[config.mk]
export PLATFORM = sky130hd
export DESIGN_NAME = wb2axi_read_top
export DESIGN_NICKNAME = d
export VERILOG_FILES = /design/src/source/wb2axi_pkg.sv /design/src/source/read_txn_if.sv /design/src/source/ar_issue.sv /design/src/source/r_collect.sv /design/src/source/wb2axi_read_top.sv /design/src/source/wb_addr_capture.sv
export VERILOG_INCLUDE_DIRS = /design/src /design/src/source
export SDC_FILE = /design/constraint.sdc
export NUM_CORES = 1
export LEC_CHECK = 0
export BUFFER_PORTS_ARGS = -buffer_cell sky130_fd_sc_hd__buf_2
export CORE_MARGIN = 4
export CORE_UTILIZATION = 48
export DETAILED_ROUTE_END_ITERATION = 12
export PLACE_DENSITY_LB_ADDON = 0.1
export SLEW_MARGIN = 25
export SYNTH_ARGS = -nofsm -noshare
export SYNTH_HDL_FRONTEND = slang
export SYNTH_HIERARCHICAL = 1
export SYNTH_SLANG_ARGS = --single-unit
[constraint.sdc]
create_clock -name ACLK -period 4.2 [get_ports ACLK]
set_input_delay 0.42 -clock ACLK [delete_from_list [all_inputs] [get_ports ACLK]]
set_output_delay 0.42 -clock ACLK [all_outputs]
set_load 0.05 [all_outputs]
[src/source/wb2axi_cfg.svh]
`ifndef WB2AXI_CFG_SVH
`define WB2AXI_CFG_SVH

// Width of the fetch address on Wishbone and on the AXI AR channel
`define WB2AXI_ADDR_W 32

// Width of one instruction word on the AXI R channel and on Wishbone
`define WB2AXI_DATA_W 32

// Request cycles after which the serial address is taken as final without a strobe
`define WB2AXI_FALLBACK_CYCLES 33

// Low address bits forced to zero so every read is word aligned
`define WB2AXI_WORD_LSB 2

`endif

[src/source/wb2axi_pkg.sv]
`default_nettype none

`include "wb2axi_cfg.svh"

package wb2axi_pkg;

    // Fetch address as driven by the core and as sent on AR
    typedef logic [`WB2AXI_ADDR_W-1:0] addr_t;

    // One instruction word as returned on R and handed back to the core
    typedef logic [`WB2AXI_DATA_W-1:0] data_t;

    // Cycle counter of the address capture stage
    // It must be able to hold the fallback count itself, since it saturates there
    typedef logic [$clog2(`WB2AXI_FALLBACK_CYCLES + 1)-1:0] cap_cnt_t;

endpackage

`default_nettype wire

[src/source/read_txn_if.sv]
`default_nettype none

// One read transaction travelling from address capture through AR issue to R collect
interface read_txn_if;
    import wb2axi_pkg::*;

    // Request from the capture stage, held until the cycle after rsp_done
    logic  req_valid;
    // Word aligned address, stable for as long as req_valid is high
    addr_t req_addr;
    // Single cycle pulse in the cycle where the AR handshake takes place
    logic  ar_done;
    // Single cycle pulse in the cycle where the R handshake takes place
    logic  rsp_done;

    // Capture owns the request and releases it once the data has come back
    modport capture (
        output req_valid,
        output req_addr,
        input  rsp_done
    );

    // Issue turns the request into one AR transfer
    modport issue (
        input  req_valid,
        input  req_addr,
        output ar_done
    );

    // Collect waits for the address phase and then takes the data beat
    modport collect (
        input  ar_done,
        output rsp_done
    );

endinterface

`default_nettype wire

[src/source/ar_issue.sv]
`default_nettype none

module ar_issue (
    input  wire                     ACLK,
    input  wire                     ARESETN,
    read_txn_if.issue               txn,
    output wb2axi_pkg::addr_t       o_araddr,
    output logic                    o_arvalid,
    input  wire                     i_arready
);

    logic issued;
    logic ar_fire;
    logic start;

    // AR transfer happens when both sides are high at the clock edge
    assign ar_fire = o_arvalid & i_arready;

    // New request seen that has not yet gone out on AR
    assign start = txn.req_valid & ~issued;

    // Tells the collect stage that the address phase is over
    assign txn.ar_done = ar_fire;

    // Issued flag keeps a long lived request from being sent twice
    // It is released once capture drops the request after the data beat
    always_ff @(posedge ACLK or negedge ARESETN) begin
        if (!ARESETN) begin
            issued <= 1'b0;
        end else if (!txn.req_valid) begin
            issued <= 1'b0;
        end else if (start) begin
            issued <= 1'b1;
        end
    end

    // Valid rises one cycle after the request and waits out any back-pressure
    always_ff @(posedge ACLK or negedge ARESETN) begin
        if (!ARESETN) begin
            o_arvalid <= 1'b0;
        end else if (start) begin
            o_arvalid <= 1'b1;
        end else if (ar_fire) begin
            o_arvalid <= 1'b0;
        end
    end

    // Address is loaded together with valid and stays put until the handshake
    always_ff @(posedge ACLK) begin
        if (start) begin
            o_araddr <= txn.req_addr;
        end
    end

endmodule

`default_nettype wire

[src/source/r_collect.sv]
`default_nettype none

module r_collect (
    input  wire                     ACLK,
    input  wire                     ARESETN,
    read_txn_if.collect             txn,
    input  wire wb2axi_pkg::data_t  i_rdata,
    input  wire                     i_rvalid,
    output logic                    o_rready,
    input  wire                     i_wb_cyc,
    output wb2axi_pkg::data_t       o_wb_rdt,
    output logic                    o_wb_ack
);

    logic r_fire;

    // Single beat read, so the first R transfer completes the transaction
    assign r_fire = i_rvalid & o_rready;

    // Lets capture drop the request in the following cycle
    assign txn.rsp_done = r_fire;

    // Ready opens the cycle after the AR handshake
    // It then stays high through any delay on rvalid
    always_ff @(posedge ACLK or negedge ARESETN) begin
        if (!ARESETN) begin
            o_rready <= 1'b0;
        end else if (txn.ar_done) begin
            o_rready <= 1'b1;
        end else if (r_fire) begin
            o_rready <= 1'b0;
        end
    end

    // Instruction word is held for the core until the next read lands
    always_ff @(posedge ACLK) begin
        if (r_fire) begin
            o_wb_rdt <= i_rdata;
        end
    end

    // Ack rises together with the registered data
    // The core sees it for as long as it keeps cyc high
    // It goes away the cycle after cyc is seen low
    always_ff @(posedge ACLK or negedge ARESETN) begin
        if (!ARESETN) begin
            o_wb_ack <= 1'b0;
        end else if (r_fire) begin
            o_wb_ack <= 1'b1;
        end else if (!i_wb_cyc) begin
            o_wb_ack <= 1'b0;
        end
    end

endmodule

`default_nettype wire

[src/source/wb2axi_read_top.sv]
`default_nettype none

module wb2axi_read_top (
    input  wire                     ACLK,
    input  wire                     ARESETN,

    // Wishbone Classic instruction fetch port of the bit-serial core
    input  wire wb2axi_pkg::addr_t  i_wb_adr,
    input  wire                     i_wb_cyc,
    // Strobe from the core marking the end of the serial address shift
    input  wire                     i_cnt_done,
    output wb2axi_pkg::data_t       o_wb_rdt,
    output logic                    o_wb_ack,

    // AXI4 read address channel
    output wb2axi_pkg::addr_t       o_m_axi_araddr,
    output logic                    o_m_axi_arvalid,
    input  wire                     i_m_axi_arready,

    // AXI4 read data channel
    input  wire wb2axi_pkg::data_t  i_m_axi_rdata,
    input  wire                     i_m_axi_rvalid,
    output logic                    o_m_axi_rready
);

    // Carries the open request between the three stages
    read_txn_if txn ();

    // Works out when the serial address is final and latches it
    wb_addr_capture u_capture (
        .ACLK       (ACLK),
        .ARESETN    (ARESETN),
        .i_wb_adr   (i_wb_adr),
        .i_wb_cyc   (i_wb_cyc),
        .i_cnt_done (i_cnt_done),
        .txn        (txn.capture)
    );

    // Sends the latched address as one AR transfer
    ar_issue u_issue (
        .ACLK      (ACLK),
        .ARESETN   (ARESETN),
        .txn       (txn.issue),
        .o_araddr  (o_m_axi_araddr),
        .o_arvalid (o_m_axi_arvalid),
        .i_arready (i_m_axi_arready)
    );

    // Takes the data beat and answers the core
    r_collect u_collect (
        .ACLK     (ACLK),
        .ARESETN  (ARESETN),
        .txn      (txn.collect),
        .i_rdata  (i_m_axi_rdata),
        .i_rvalid (i_m_axi_rvalid),
        .o_rready (o_m_axi_rready),
        .i_wb_cyc (i_wb_cyc),
        .o_wb_rdt (o_wb_rdt),
        .o_wb_ack (o_wb_ack)
    );

endmodule

`default_nettype wire

[src/source/wb_addr_capture.sv]
`default_nettype none

`include "wb2axi_cfg.svh"

module wb_addr_capture (
    input  wire                    ACLK,
    input  wire                    ARESETN,
    input  wire wb2axi_pkg::addr_t i_wb_adr,
    input  wire                    i_wb_cyc,
    input  wire                    i_cnt_done,
    read_txn_if.capture            txn
);
    import wb2axi_pkg::*;

    // Count at which the address is taken as final even without a strobe
    localparam cap_cnt_t cap_limit = cap_cnt_t'(`WB2AXI_FALLBACK_CYCLES);

    logic     cyc_q;
    logic     cyc_rise;
    logic     cnt_done_q;
    cap_cnt_t cap_cnt;
    logic     served;
    logic     strobe_hit;
    logic     count_hit;
    logic     capture;
    addr_t    aligned_adr;

    // The core raises cyc while the address is still being shifted out
    assign cyc_rise = i_wb_cyc & ~cyc_q;

    // Registered copy of the strobe marks the cycle in which the address is final
    // A strobe left over from the previous fetch is dropped on the rising edge of cyc
    always_ff @(posedge ACLK or negedge ARESETN) begin
        if (!ARESETN) begin
            cyc_q      <= 1'b0;
            cnt_done_q <= 1'b0;
        end else begin
            cyc_q <= i_wb_cyc;
            if (cyc_rise) begin
                cnt_done_q <= 1'b0;
            end else begin
                cnt_done_q <= i_cnt_done;
            end
        end
    end

    // Cycle where cyc first goes high sees a count of zero
    // Counting stops once the address has been taken, and at the fallback limit
    always_ff @(posedge ACLK or negedge ARESETN) begin
        if (!ARESETN) begin
            cap_cnt <= '0;
        end else if (!i_wb_cyc) begin
            cap_cnt <= '0;
        end else if (!served && (cap_cnt != cap_limit)) begin
            cap_cnt <= cap_cnt + cap_cnt_t'(1);
        end
    end

    // A nonzero count keeps a stale strobe from cycle 0 out of the decision
    assign strobe_hit = cnt_done_q & (cap_cnt != '0);
    // Fallback for fetches where the strobe never shows up
    assign count_hit  = (cap_cnt == cap_limit);

    // Only one capture per Wishbone cycle and never while a read is still open
    assign capture = i_wb_cyc & ~served & ~txn.req_valid & (strobe_hit | count_hit);

    // Served flag blocks a second capture until the core ends the cycle
    always_ff @(posedge ACLK or negedge ARESETN) begin
        if (!ARESETN) begin
            served <= 1'b0;
        end else if (!i_wb_cyc) begin
            served <= 1'b0;
        end else if (capture) begin
            served <= 1'b1;
        end
    end

    // Word alignment by clearing the byte offset bits
    always_comb begin
        aligned_adr = i_wb_adr;
        aligned_adr[`WB2AXI_WORD_LSB-1:0] = '0;
    end

    // Request rises the cycle after capture and is withdrawn after the data beat
    always_ff @(posedge ACLK or negedge ARESETN) begin
        if (!ARESETN) begin
            txn.req_valid <= 1'b0;
        end else if (capture) begin
            txn.req_valid <= 1'b1;
        end else if (txn.rsp_done) begin
            txn.req_valid <= 1'b0;
        end
    end

    // Address is sampled in the capture cycle itself
    always_ff @(posedge ACLK) begin
        if (capture) begin
            txn.req_addr <= aligned_adr;
        end
    end

endmodule

`default_nettype wire

==> results.py <==
metrics = {
    "cts": {
        "clkSinkCount": 108,
        "clk_root_buffer_cell": "clkbuf_8",
        "postCtsSetupBuffers": 0,
        "cts.repair.resized": 0,
        "clk_pin_slew_ps": 100,
        "htree_levels": 3,
        "cts_buffer_depth": 2,
        "clk_latency_ps": 350,
        "cts_tree": "done",
        "cts_buffers": 9,
    },
    "synth": {
        "yosysUniqueCellTypes": 30,
        "synth-seq-cells": 108,
        "synth_cells": 161,
        "ys_seq_area_share_pct": 89.8,
        "yosys.area.top_type": "edfxtp_1",
        "avgSynthCellArea_sq_um": 21.9,
        "synth.cell_area_sq_mm": 0.00353,
        "yosys_warnings": 6,
        "ys_top_cells_by_area": "edfxtp_1, dfrtp_1, ha_1",
        "synth_top_area_share_pct": 79.9,
    },
    "min_path": {
        "hold_class": "in2reg",
        "min_to": "u_capture/txn.req_addr[30]",
        "hold_depth": 1,
        "min_from": "i_wb_adr[30]",
    },
    "power_and_ir_drop": {
        "power_mw": 2.67,
        "p_leak_nw": 1.86,
        "ir_drop_uv": 267,
        "power_density_mw_per_mm2": 588,
    },
    "worst_setup_path": {
        "worstSetupStartpointType": "flip-flop",
        "cp.required_ps": 4210,
        "cp_max_fo": 30,
        "critPathArrivalTime_ps": 2020,
        "cp-end-kind": "flip-flop",
        "r2r_cells": 6,
        "r2r-start": "u_capture/cap_cnt[0]",
        "r2r_end": "u_capture/txn.req_addr[6]",
        "r2r_setup_slack_ps": 2190,
        "critPathKind": "reg2reg",
    },
    "global_routing": {
        "grt_pass1_wl_mm": 9.14,
        "grt_overflow": 0,
        "grt_pass1_vias": 1865,
        "track_usage_pct": 14.0,
        "grt_max_degree": 35,
        "antenna_found_initial": 0,
    },
    "job": {
        "drv_cap": 0,
    },
    "routing": {
        "dr.pass1.iters": 4,
        "wl_per_cell_microns": 14.6,
        "vias_per_cell": 4.56,
        "ant_nets": 0,
        "vias": 1868,
        "routed_wl_mm": 5.99,
        "drtIter0Drc": 63,
        "drc_errors": 0,
    },
    "finish": {
        "areaGrowthSynthToFinish_pct": 28.6,
        "num-nets-final": 379,
        "drive_gt1_share_pct": 50.5,
        "diodes": 0,
        "post-route-util_pct": 63.0,
    },
    "sta": {
        "hold_slack_ps": 234,
        "rsz0062_at_grt": "false",
        "worst_slew_pin_slew_ps": 922,
        "worst_slack_ps": 2190,
        "slew_violations": 0,
        "worst_clock_skew_ps": 9.84,
        "fmax_mhz": 498,
        "fin_setup_tns_ps": 0,
        "finalCritPeriodShare_pct": 47.9,
        "finalSetupViolCount": 0,
        "min_period_ps": 2010,
        "hold_viol": 0,
        "max_slew_margin_pct": 38.4,
    },
    "placed_design": {
        "gp_congestion": 0.709,
        "io_buffers": 134,
        "dp_hpwl_mm": 4.32,
        "pre_cts_ws_ps": 2190,
    },
    "die": {
        "coreArea_sq_mm": 0.00721,
        "fp.dieArea_sq_mm": 0.00879,
        "io_pins": 137,
        "die_w_microns": 93.8,
        "rows": 31,
        "fp.dieH_microns": 93.8,
        "initial_core_util_pct": 49.0,
    },
    "status": {
        "status": "finished, final reports clean",
    },
}
placed cells by master, fill, tap and decap left out, types with 2 or more instances in the layout:
| cell type | netlist | layout |
|---|---|---|
| a31oi_1 | 2 | 2 |
| conb_1 | 1 | 2 |
| clkbuf_8 | 0 | 9 |
| or3_1 | 2 | 2 |
| inv_1 | 5 | 5 |
| nand2b_1 | 2 | 2 |
| mux2i_1 | 2 | 2 |
| a21o_1 | 3 | 3 |
| o21ai_0 | 3 | 3 |
| nand2_1 | 8 | 8 |
| ha_1 | 3 | 3 |
| buf_2 | 0 | 134 |
| clkinv_4 | 0 | 3 |
| a21oi_1 | 4 | 4 |
| dfrtp_1 | 14 | 14 |
| edfxtp_1 | 94 | 94 |
layout make-up:
cell class,instances,area [sq um]
Clock inverter,6,72.6
Sequential cell,108,3170
Timing Repair Buffer,136,688
Clock buffer,10,128
Tap cell,99,124
Multi-Input combinational cell,45,334
Fill cell,571,2670
Inverter,6,22.5
flip-flops by register name, indices dropped and copies added (netlist names):
signal and cells:
u_capture/txn.req_valid 1, u_capture/cnt_done_q 1, u_capture/cyc_q 1, u_issue/issued 1, u_issue/o_araddr 32, u_capture/cap_cnt 6, u_capture/served 1, u_capture/txn.req_addr 30
u_collect/o_wb_ack 1, u_collect/o_wb_rdt 32, u_collect/o_rready 1, u_issue/o_arvalid 1
critical path, cell delays in order, from the launching register on:
cell and delay, ps:
dfrtp_1 440, inv_1 80, ha_1 200, nand2b_1 90, o41ai_2 100, a2111oi_4 360
buf_4 410
kinds of logic (layout without fill, tap and decap cells):
kind of cell / after synthesis / in the layout / share of synthesized area, %
AND/OR/NAND/NOR: 20 / 20 / 3.51
buffers and inverters: 9 / 158 / 1.17
multiplexers: 2 / 2 / 0.567
flip-flops: 108 / 108 / 89.8
XOR/XNOR: 1 / 1 / 0.248
other: 1 / 2 / 0.106
adder cells (fa/ha/maj): 3 / 3 / 1.06
AO/OA/AOI/OAI: 17 / 17 / 3.51
worst max-delay path by stage:
stage	startpoint	endpoint	slack (ps)
final	u_capture/cap_cnt[0]	u_capture/txn.req_addr[6]	2190
after global routing	u_capture/cap_cnt[0]	u_capture/txn.req_addr[14]	2020
after CTS	u_capture/cap_cnt[0]	u_capture/txn.req_addr[14]	2160
after detailed placement	u_capture/cap_cnt[0]	u_capture/txn.req_addr[23]	2190
after global placement	u_capture/cap_cnt[0]	u_capture/txn.req_addr[19]	2200
after floorplan	u_capture/cap_cnt[0]	u_capture/txn.req_addr[10]	930
per-stage QoR:
stage          cells  cell area (sq um)
3_3_place_gp     393               4330
2_1_floorplan    162               3540
5_1_grt          410               4540
4_1_cts          410               4540
6_report         410               4540
3_5_place_dp     393               4330
synthesized netlist by cell type (all sizes together):
library cell / number
mux2i: 2
o21a: 1
nand2b: 2
nor3: 1
and2: 2
a31oi: 2
conb: 1
a21oi: 4
edfxtp: 94
ha: 3
o21ai: 4
nand4b: 1
buf: 2
nand2: 8
or3: 2
nand3: 1
a2111oi: 1
clkbuf: 1
o41ai: 1
nor2: 1
dfrtp: 14
a21o: 3
nor2b: 2
xor2: 1
inv: 6
a311o: 1
power by group:
part	leakage, nW	total [mW]	internal (mW)	switching (mW)
Sequential	1.04	1.41	1.35	0.0550
Clock	0.102	0.610	0.282	0.328
Combinational	0.717	0.651	0.131	0.520
Total	1.86	2.67	1.77	0.904
per-layer routing:
| metal | routed length, microns | share of wire, % | vias to the layer above | global-route usage (%) |
|---|---|---|---|---|
| met3 | 514 | 8.6 | 11 | 4.57 |
| met5 | 0 | 0 | - | 0 |
| met4 | 108 | 1.8 | 0 | 5.54 |
| met2 | 3140 | 52 | 79 | 24.1 |
| met1 | 2230 | 37 | 882 | 16.3 |
| li1 | - | - | 896 | - |
timing repair:
| action | CTS | global route |
|---|---|---|
| hold buffers | 1 | 0 |
| setup endpoints to repair | 0 | 0 |
| endpoints found under the hold margin | 14 | 0 |
No activity file was read; power rests on OpenSTA's default activity.
